`src/include/lsq_defines.svh`:
```
`ifndef LSQ_DEFINES_SVH
`define LSQ_DEFINES_SVH

// store queue entries, kept a power of two so the pointers wrap for free
`define SQ_DEPTH 8

// log2 of SQ_DEPTH
`define SQ_IDX_BITS 3

// byte address width on the command side
`define ADDR_WIDTH 16

// data RAM depth in 32-bit words
// word addresses wrap modulo this size
`define RAM_WORDS 64

`endif

```
`src/design/mem_isa_pkg.sv`:
```
`include "lsq_defines.svh"

package mem_isa_pkg;

    // memory opcodes seen by the back end
    typedef enum logic [2:0] {
        OP_NOP,
        OP_SB,
        OP_SH,
        OP_SW,
        OP_LW
    } mem_op_e;

    // one command per cycle, address and data already known
    typedef struct packed {
        mem_op_e                 op;
        logic [`ADDR_WIDTH-1:0]  addr;
        logic [31:0]             data;
    } mem_cmd_t;

    // decoded access with the store bytes already in their lanes
    typedef struct packed {
        logic                    is_store;
        logic                    is_load;
        logic [`ADDR_WIDTH-3:0]  word_addr;
        logic [3:0]              mask;
        logic [31:0]             data;
    } mem_access_t;

endpackage

```
`src/design/lsq_pkg.sv`:
```
`include "lsq_defines.svh"

package lsq_pkg;

    // wrap bit on top tells a full queue from an empty one
    typedef struct packed {
        logic                     wrap;
        logic [`SQ_IDX_BITS-1:0]  idx;
    } sq_ptr_t;

    // one queued store
    typedef struct packed {
        logic [`ADDR_WIDTH-3:0]  word_addr;
        logic [3:0]              mask;
        logic [31:0]             data;
    } sq_entry_t;

    // drain write towards the data RAM
    typedef struct packed {
        logic                    valid;
        logic [`ADDR_WIDTH-3:0]  word_addr;
        logic [3:0]              mask;
        logic [31:0]             data;
    } store_write_t;

    // bytes found in the queue for a load, one mask bit per lane
    typedef struct packed {
        logic [3:0][7:0]  data;
        logic [3:0]       mask;
    } fwd_result_t;

endpackage

```
`src/design/mem_op_decode.sv`:
```
`include "lsq_defines.svh"

module mem_op_decode (
    input  mem_isa_pkg::mem_cmd_t     cmd,
    output mem_isa_pkg::mem_access_t  access
);

    always_comb begin
        access = '0;
        access.word_addr = cmd.addr[`ADDR_WIDTH-1:2];

        case (cmd.op)
            mem_isa_pkg::OP_SB: begin
                access.is_store = 1'b1;
                access.mask     = 4'b0001 << cmd.addr[1:0];
                access.data     = {24'b0, cmd.data[7:0]} << {cmd.addr[1:0], 3'b000};
            end
            mem_isa_pkg::OP_SH: begin
                // addr[0] is ignored, halfwords sit on lanes 0-1 or 2-3
                access.is_store = 1'b1;
                access.mask     = cmd.addr[1] ? 4'b1100 : 4'b0011;
                access.data     = {16'b0, cmd.data[15:0]} << {cmd.addr[1], 4'b0000};
            end
            mem_isa_pkg::OP_SW: begin
                access.is_store = 1'b1;
                access.mask     = 4'b1111;
                access.data     = cmd.data;
            end
            mem_isa_pkg::OP_LW: begin
                access.is_load = 1'b1;
                access.mask    = 4'b1111;
            end
            default: begin
                // nop, flags stay low
                access.is_store = 1'b0;
                access.is_load  = 1'b0;
            end
        endcase
    end

endmodule

```
`src/design/store_queue.sv`:
```
`include "lsq_defines.svh"

module store_queue (
    input  logic                         clock,
    input  logic                         reset,
    input  mem_isa_pkg::mem_access_t     access,
    input  logic                         retire,
    input  logic                         squash,
    input  logic                         drain_hold,
    input  logic                         ram_busy,
    output lsq_pkg::store_write_t        store_write,
    output lsq_pkg::fwd_result_t         fwd,
    output logic [`SQ_IDX_BITS:0]        count,
    output logic                         full
);

    localparam int IDX    = `SQ_IDX_BITS;
    localparam int DEPTH  = `SQ_DEPTH;
    localparam int RAM_AW = $clog2(`RAM_WORDS);

    lsq_pkg::sq_entry_t entries [DEPTH];

    // head: oldest not drained, ret: oldest not retired, tail: next free
    lsq_pkg::sq_ptr_t head_q;
    lsq_pkg::sq_ptr_t ret_q;
    lsq_pkg::sq_ptr_t tail_q;

    logic [IDX:0]     retired_count;
    logic             enq;
    logic             drain;
    logic [DEPTH-1:0] live;

    assign count         = tail_q - head_q;
    assign full          = (count == (IDX+1)'(DEPTH));
    assign retired_count = ret_q - head_q;

    assign enq   = access.is_store && !full;
    // RAM sweep after reset holds the drain the same way drain_hold does
    assign drain = (retired_count != '0) && !drain_hold && !ram_busy;

    assign store_write.valid     = drain;
    assign store_write.word_addr = entries[head_q.idx].word_addr;
    assign store_write.mask      = entries[head_q.idx].mask;
    assign store_write.data      = entries[head_q.idx].data;

    always_ff @(posedge clock) begin
        if (reset) begin
            head_q <= '0;
            ret_q  <= '0;
            tail_q <= '0;
        end else begin
            if (drain) begin
                head_q <= lsq_pkg::sq_ptr_t'(head_q + 1'b1);
            end
            if (retire) begin
                ret_q <= lsq_pkg::sq_ptr_t'(ret_q + 1'b1);
            end
            // squash drops everything younger than the retire pointer
            if (squash) begin
                tail_q <= ret_q;
            end else if (enq) begin
                tail_q <= lsq_pkg::sq_ptr_t'(tail_q + 1'b1);
            end
        end
    end

    always_ff @(posedge clock) begin
        if (enq) begin
            entries[tail_q.idx].word_addr <= access.word_addr;
            entries[tail_q.idx].mask      <= access.mask;
            entries[tail_q.idx].data      <= access.data;
        end
    end

    // a slot is live when its distance from head is below count
    always_comb begin
        logic [IDX-1:0] off;
        off  = '0;
        live = '0;
        for (int j = 0; j < DEPTH; j++) begin
            off     = IDX'(j) - head_q.idx;
            live[j] = ({1'b0, off} < count);
        end
    end

    for (genvar i = 0; i < 4; i++) begin : g_lane
        logic [DEPTH-1:0]   hit;
        logic [DEPTH-1:0]   hit_age;
        logic [2*DEPTH-1:0] hit_dbl;
        logic [IDX-1:0]     pick;
        logic               found;

        always_comb begin
            for (int j = 0; j < DEPTH; j++) begin
                hit[j] = live[j] && entries[j].mask[i] &&
                         (entries[j].word_addr[RAM_AW-1:0] == access.word_addr[RAM_AW-1:0]);
            end

            // rotate so bit 0 is the slot at the tail, oldest first
            hit_dbl = {hit, hit} >> tail_q.idx;
            hit_age = hit_dbl[DEPTH-1:0];

            // last hit in age order is the youngest older store
            found = 1'b0;
            pick  = '0;
            for (int k = 0; k < DEPTH; k++) begin
                if (hit_age[k]) begin
                    found = 1'b1;
                    pick  = tail_q.idx + IDX'(k);
                end
            end
        end

        assign fwd.data[i] = entries[pick].data[8*i +: 8];
        assign fwd.mask[i] = found;
    end

    a_no_enq_full: assert property (
        @(posedge clock) disable iff (reset) access.is_store |-> !full
    );

    a_no_retire_past_tail: assert property (
        @(posedge clock) disable iff (reset) retire |-> (ret_q != tail_q)
    );

    // drained stores are always retired ones, so head stays behind ret
    a_head_behind_retire: assert property (
        @(posedge clock) disable iff (reset) drain |=> (retired_count <= count)
    );

endmodule

```
`src/design/data_ram.sv`:
```
`include "lsq_defines.svh"

module data_ram (
    input  logic                        clock,
    input  logic                        reset,
    input  lsq_pkg::store_write_t       store_write,
    input  logic [`ADDR_WIDTH-3:0]      rd_addr,
    output logic [31:0]                 rd_data,
    output logic                        ram_busy
);

    localparam int RAM_AW = $clog2(`RAM_WORDS);

    logic [3:0][7:0] mem [`RAM_WORDS];

    logic [RAM_AW-1:0] sweep_q;
    logic              busy_q;

    assign ram_busy = busy_q;

    // zero sweep writes one word per cycle after reset
    always_ff @(posedge clock) begin
        if (reset) begin
            sweep_q <= '0;
            busy_q  <= 1'b1;
        end else if (busy_q) begin
            sweep_q <= sweep_q + 1'b1;
            if (&sweep_q) begin
                busy_q <= 1'b0;
            end
        end
    end

    always_ff @(posedge clock) begin
        if (busy_q) begin
            mem[sweep_q] <= '0;
        end else if (store_write.valid) begin
            for (int b = 0; b < 4; b++) begin
                if (store_write.mask[b]) begin
                    mem[store_write.word_addr[RAM_AW-1:0]][b] <= store_write.data[8*b +: 8];
                end
            end
        end
        rd_data <= mem[rd_addr[RAM_AW-1:0]];
    end

endmodule

```
`src/design/load_result_merge.sv`:
```
module load_result_merge (
    input  logic                      clock,
    input  logic                      reset,
    input  mem_isa_pkg::mem_access_t  access,
    input  lsq_pkg::fwd_result_t      fwd,
    input  logic [31:0]               rd_data,
    output logic                      load_valid,
    output logic [31:0]               load_data
);

    logic                 valid_q;
    lsq_pkg::fwd_result_t fwd_q;

    assign load_valid = valid_q;

    always_ff @(posedge clock) begin
        if (reset) begin
            valid_q <= 1'b0;
        end else begin
            valid_q <= access.is_load;
        end
    end

    // forwarded bytes wait one cycle to line up with the RAM read
    always_ff @(posedge clock) begin
        fwd_q <= fwd;
    end

    always_comb begin
        for (int i = 0; i < 4; i++) begin
            if (fwd_q.mask[i]) begin
                load_data[8*i +: 8] = fwd_q.data[i];
            end else begin
                load_data[8*i +: 8] = rd_data[8*i +: 8];
            end
        end
    end

endmodule

```
`src/design/mem_subsystem.sv`:
```
`include "lsq_defines.svh"

module mem_subsystem (
    input  logic                     clock,
    input  logic                     reset,
    input  mem_isa_pkg::mem_cmd_t    cmd,
    input  logic                     retire,
    input  logic                     squash,
    input  logic                     drain_hold,
    output logic                     sq_full,
    output logic [`SQ_IDX_BITS:0]    sq_count,
    output logic                     load_valid,
    output logic [31:0]              load_data
);

    mem_isa_pkg::mem_access_t access;
    lsq_pkg::store_write_t    store_write;
    lsq_pkg::fwd_result_t     fwd;
    logic [31:0]              rd_data;
    logic                     ram_busy;

    mem_op_decode u_decode (
        .cmd    (cmd),
        .access (access)
    );

    store_queue u_sq (
        .clock       (clock),
        .reset       (reset),
        .access      (access),
        .retire      (retire),
        .squash      (squash),
        .drain_hold  (drain_hold),
        .ram_busy    (ram_busy),
        .store_write (store_write),
        .fwd         (fwd),
        .count       (sq_count),
        .full        (sq_full)
    );

    // loads read the RAM in the issue cycle, data returns next cycle
    data_ram u_ram (
        .clock       (clock),
        .reset       (reset),
        .store_write (store_write),
        .rd_addr     (access.word_addr),
        .rd_data     (rd_data),
        .ram_busy    (ram_busy)
    );

    load_result_merge u_merge (
        .clock      (clock),
        .reset      (reset),
        .access     (access),
        .fwd        (fwd),
        .rd_data    (rd_data),
        .load_valid (load_valid),
        .load_data  (load_data)
    );

endmodule

```
`config.mk`:
```
export PLATFORM = sky130hd
export DESIGN_NAME = mem_subsystem
export DESIGN_NICKNAME = d
export VERILOG_FILES = /design/src/design/mem_isa_pkg.sv /design/src/design/lsq_pkg.sv /design/src/design/mem_op_decode.sv /design/src/design/store_queue.sv /design/src/design/data_ram.sv /design/src/design/load_result_merge.sv /design/src/design/mem_subsystem.sv
export VERILOG_INCLUDE_DIRS = /design/src /design/src/include
export SDC_FILE = /design/constraint.sdc
export NUM_CORES = 2
export LEC_CHECK = 0
export ABC_AREA = 0
export BUFFER_PORTS_ARGS = -buffer_cell sky130_fd_sc_hd__buf_2
export CAP_MARGIN = 15
export CORE_AREA = 2 2 768 388
export CTS_BUF_LIST = sky130_fd_sc_hd__clkbuf_16
export CTS_CLUSTER_SIZE = 28
export DETAILED_ROUTE_END_ITERATION = 10
export DIE_AREA = 0 0 770 390
export PLACE_DENSITY_LB_ADDON = 0.25
export REMOVE_ABC_BUFFERS = 1
export SLEW_MARGIN = 30
export SYNTH_ARGS = -nofsm -noshare
export SYNTH_HDL_FRONTEND = slang
export SYNTH_SLANG_ARGS = --single-unit
```
`constraint.sdc`:
```
create_clock -name clock -period 17.3 [get_ports clock]
set_input_delay 1.73 -clock clock [delete_from_list [all_inputs] [get_ports clock]]
set_output_delay 1.73 -clock clock [all_outputs]
set_load 0.01 [all_outputs]
```
==> impl_metrics.tcl <==
set metrics [dict create \
    run_status "completed" \
    timing.final.hold_violations 0 \
    postSynthRegisterBits 2475 \
    io_buffers 85 \
    fraction_of_layout_cells_with_a_size_suffix_above_1_pct 27.6 \
    min_from "u_ram.sweep_q[5]" \
    hp-class "reg -> reg" \
    cts_sinks 2475 \
    report.final.slew_viol_count 0 \
    tritoncts "done" \
    largest_family_of_logic_cells_by_synthesized_area "multiplexers" \
    clk_root_buffer_cell "sky130_fd_sc_hd__clkbuf_16" \
    worst_ep_arrival_time_ns 8.44 \
    synth_area_leader_cell "sky130_fd_sc_hd__edfxtp_1" \
    postSynth.asyncResetShare_pct 0 \
    timing.critical_path.required_ns 17.75 \
    worstPathCellList "buf_4 -> buf_4 -> mux4_2 -> mux2i_1 -> nor2_1 -> nor4_2 -> buf_4 -> mux2i_1 -> nand2b_1 -> nor2_1 -> nand2_1 -> nor2_1" \
    pin_count_of_the_biggest_net_entering_global_routing 85 \
    dp_cells 8925 \
    postCtsSetupBuffers 0 \
    power.share.combinational_pct 7.6 \
    cellInternalPower_mw 9.51 \
    synth.area.top_cells "sky130_fd_sc_hd__edfxtp_1, sky130_fd_sc_hd__mux4_2, sky130_fd_sc_hd__mux2i_1" \
    die_area_um2 300000 \
    final_cell_count_no_fill 9344 \
    rr_endpoint "u_ram.mem[35][28]" \
    synth_adder_area_share_pct 0.305 \
    synth_edf_count 2384 \
    critical_path.max_stage_delay_ns 1.01 \
    worst_margin_slew_ns 1.09 \
    rsz_0062_raised_after_global_routing "false" \
    dr.pass1.iters 6 \
    grt_pass1_vias 51100 \
    min_delay_path_depth 2 \
    grt.overflow.total 0 \
    vdd_drop_max_mv 0.0813 \
    yosysTopAreaCellShare_pct 70.0 \
    global_route_wire_length_before_repair_mm 406 \
    share_of_the_synthesized_area_in_compound_gates_ao_oa_aoi_oai_pct 3.07 \
    total_detailed_routing_wirelength_mm 291 \
    remaining_drc_errors 0 \
    largest_delay_contributor_family_on_the_critical_path "simple AND/OR/NAND/NOR gates" \
    detail_route.iter0.violations 8128 \
    fmax_mhz 125 \
    end_kind "flip-flop" \
    ant_nets 0 \
    totalNegativeSetupSlack_ns 0 \
    hpwlAfterDp_mm 187 \
    chipHeight_um 390 \
    place.gp.congestion 0.859 \
    cts.clk_slew.worst_paths_ns 0.07 \
    seq_power_share_pct 53.5 \
    yosys.area_share.xor_xnor_pct 0.616 \
    reg2regPathDepth 12 \
    detail_route.wl_per_cell_um 31.1 \
    hold_buffers 0 \
    worst-path-max-fanout 49 \
    floorplan.initialDensity_pct 34.9 \
    powerDensity_nw_per_um2 108 \
    post_synth_most_frequent_cells "sky130_fd_sc_hd__edfxtp_1, sky130_fd_sc_hd__mux4_2, sky130_fd_sc_hd__nor2_1, sky130_fd_sc_hd__mux2i_1, sky130_fd_sc_hd__clkbuf_1" \
    ctsLongestPathBuffers 4 \
    synth-simple-area-share_pct 3.19 \
    fillCellCount 26200 \
    route.vias.total 53300 \
    mean_number_of_vias_per_cell 5.71 \
    power_leakage_nw 36.5 \
    post_synth_num_cell_types 113 \
    timing_worst_setup_path_type "reg -> reg" \
    total_net_switching_power_mw 2.89 \
    max_slew_margin_pct 27.6 \
    yosysWarnings 0 \
    layout-area-overhead-vs-synth_pct 12.1 \
    cts_resized 0 \
    r2r_slack_ns 9.30 \
    synth.yosys.seq_area_share_pct 71.8 \
    finalSetupViolations 0 \
    clk_latency_ns 0.89 \
    ys.flop_type "sky130_fd_sc_hd__edfxtp_1" \
    core_region_area_um2 294000 \
    setup.worst_path.start_class "flip-flop" \
    multi_input_area_um2 27900 \
    max_clock_skew_ns 0.0743 \
    antenna_found_initial 25 \
    syn-instance-count 5103 \
    power.share.switching_pct 23.3 \
    netlist_area_um2 102000 \
    grt.total_usage_pct 18.9 \
    seq_area_um2 73400 \
    post-route-min-period_ns 8.00 \
    final_net_count 5293 \
    clock_share_of_power_pct 39.0 \
    ctsHtreeMaxLevel 4 \
    max_cap_viol_count 0 \
    whs_endpoint "u_ram.sweep_q[5]" \
    share_of_synthesized_area_spent_on_multiplexers_pct 19.7 \
    finalCritPeriodShare_pct 46.2 \
    yosys.cell_count.top_type "sky130_fd_sc_hd__edfxtp_1" \
    slowest_cell_on_the_critical_path "sky130_fd_sc_hd__nor2_1" \
    fp.dieW_um 770 \
    placement_rows 141 \
    design.portCount 94 \
    avgSynthCellArea_um2 20.0 \
    cts-buffers-inserted 219 \
    worstPathBufferInverterCount 3 \
]
how the worst max path moves through the flow:
stage / start / endpoint / slack, ns / depth (start not counted)
2_1_floorplan: u_sq.tail_q[0] / u_merge.fwd_q[12] / 6.96 / 16
3_3_place_gp: cmd[35] / u_merge.fwd_q[26] / 8.57 / 17
3_5_place_dp: cmd[35] / u_merge.fwd_q[26] / 8.60 / 17
4_1_cts: flip-flop / u_ram.mem[48][24] / 9.34 / 12
5_1_grt: flip-flop / u_ram.mem[49][27] / 9.06 / 12
6_report: flip-flop / u_ram.mem[35][28] / 9.30 / 12
power groups by stage:
stage / logic, mW / clock network [mW] / registers [mW]
final: 0.937 / 4.83 / 6.63
after detailed placement: 0.933 / 0 / 6.76
after floorplan: 0.493 / 0 / 6.73
after CTS: 0.937 / 4.91 / 6.63
after global placement: 0.927 / 0 / 6.76
after global routing: 0.983 / 5.13 / 6.63
cell families (layout without fill, tap and decap cells):
group,Yosys count,after routing
simple gates,737,737
fa+ha+maj,25,25
buf+inv,341,630
mux,1047,1047
other cells,0,20
compound gates,406,406
xor+xnor,72,72
flops,2475,2475
metrics by stage:
step	setup WS, ns	hold WS, ns	cell area (um2)	util [%]	power (mW)
2_1_floorplan	6.96	0.461	101000	-	7.22
3_3_place_gp	8.57	0.486	108000	36.6	7.69
3_5_place_dp	8.60	0.498	108000	36.7	7.69
4_1_cts	9.34	0.507	114000	39.0	12.5
5_1_grt	9.06	0.550	115000	39.0	12.7
6_report	9.30	0.515	115000	39.1	12.4
worst min-delay path: stages (launching register included):
cell and delay (ns):
sky130_fd_sc_hd__dfxtp_1 0.33, sky130_fd_sc_hd__o21ai_0 0.08, sky130_fd_sc_hd__a21oi_1 0.06
area by class of cell:
cell class / count / share of cell area (%)
multi-input combinational: 2287 / 24.3
sequential: 2475 / 64.0
clock buffer: 222 / 4.84
tap: 3932 / 4.29
clock inverter: 174 / 1.11
timing repair buffer: 198 / 1.23
antenna: 20 / 0.0436
inverter: 36 / 0.120
cells in the final DEF, fill, tap and decap left out, drive strengths merged, types with 23 or more instances in the layout:
cell type  Yosys  routed
a211oi        27      27
a21oi         30      30
a31oi         23      23
buf          128     198
clkbuf       177     222
clkinv         1      89
dfxtp         91      91
edfxtp      2384    2384
inv           35      92
mux2          70      70
mux2i        215     215
mux4         762     762
nand2        169     169
nand3         26      26
nand4         24      24
nor2         385     385
o2111ai       24      24
o21ai         79      79
o221ai        30      30
xnor2         44      44
xor2          28      28
per-layer routing:
| metal | wire length (um) | track usage (%) |
|---|---|---|
| met1 | 143000 | 31.9 |
| met2 | 113000 | 24.4 |
| met3 | 30100 | 4.89 |
| met4 | 4470 | 2.86 |
| met5 | 0 | 0 |
flip-flops by register name, indices dropped and copies added, names as in the netlist, named ones only:
register            cells
u_merge.fwd_q          36
u_sq.entries          336
u_ram.ram_busy          1
u_merge.load_valid      1
u_sq.ret_q              4
u_ram.sweep_q           6
u_ram.rd_data          32
u_sq.head_q             4
u_sq.tail_q             4
u_ram.mem            2048
Note: power is estimated with default switching activity, not from simulation.
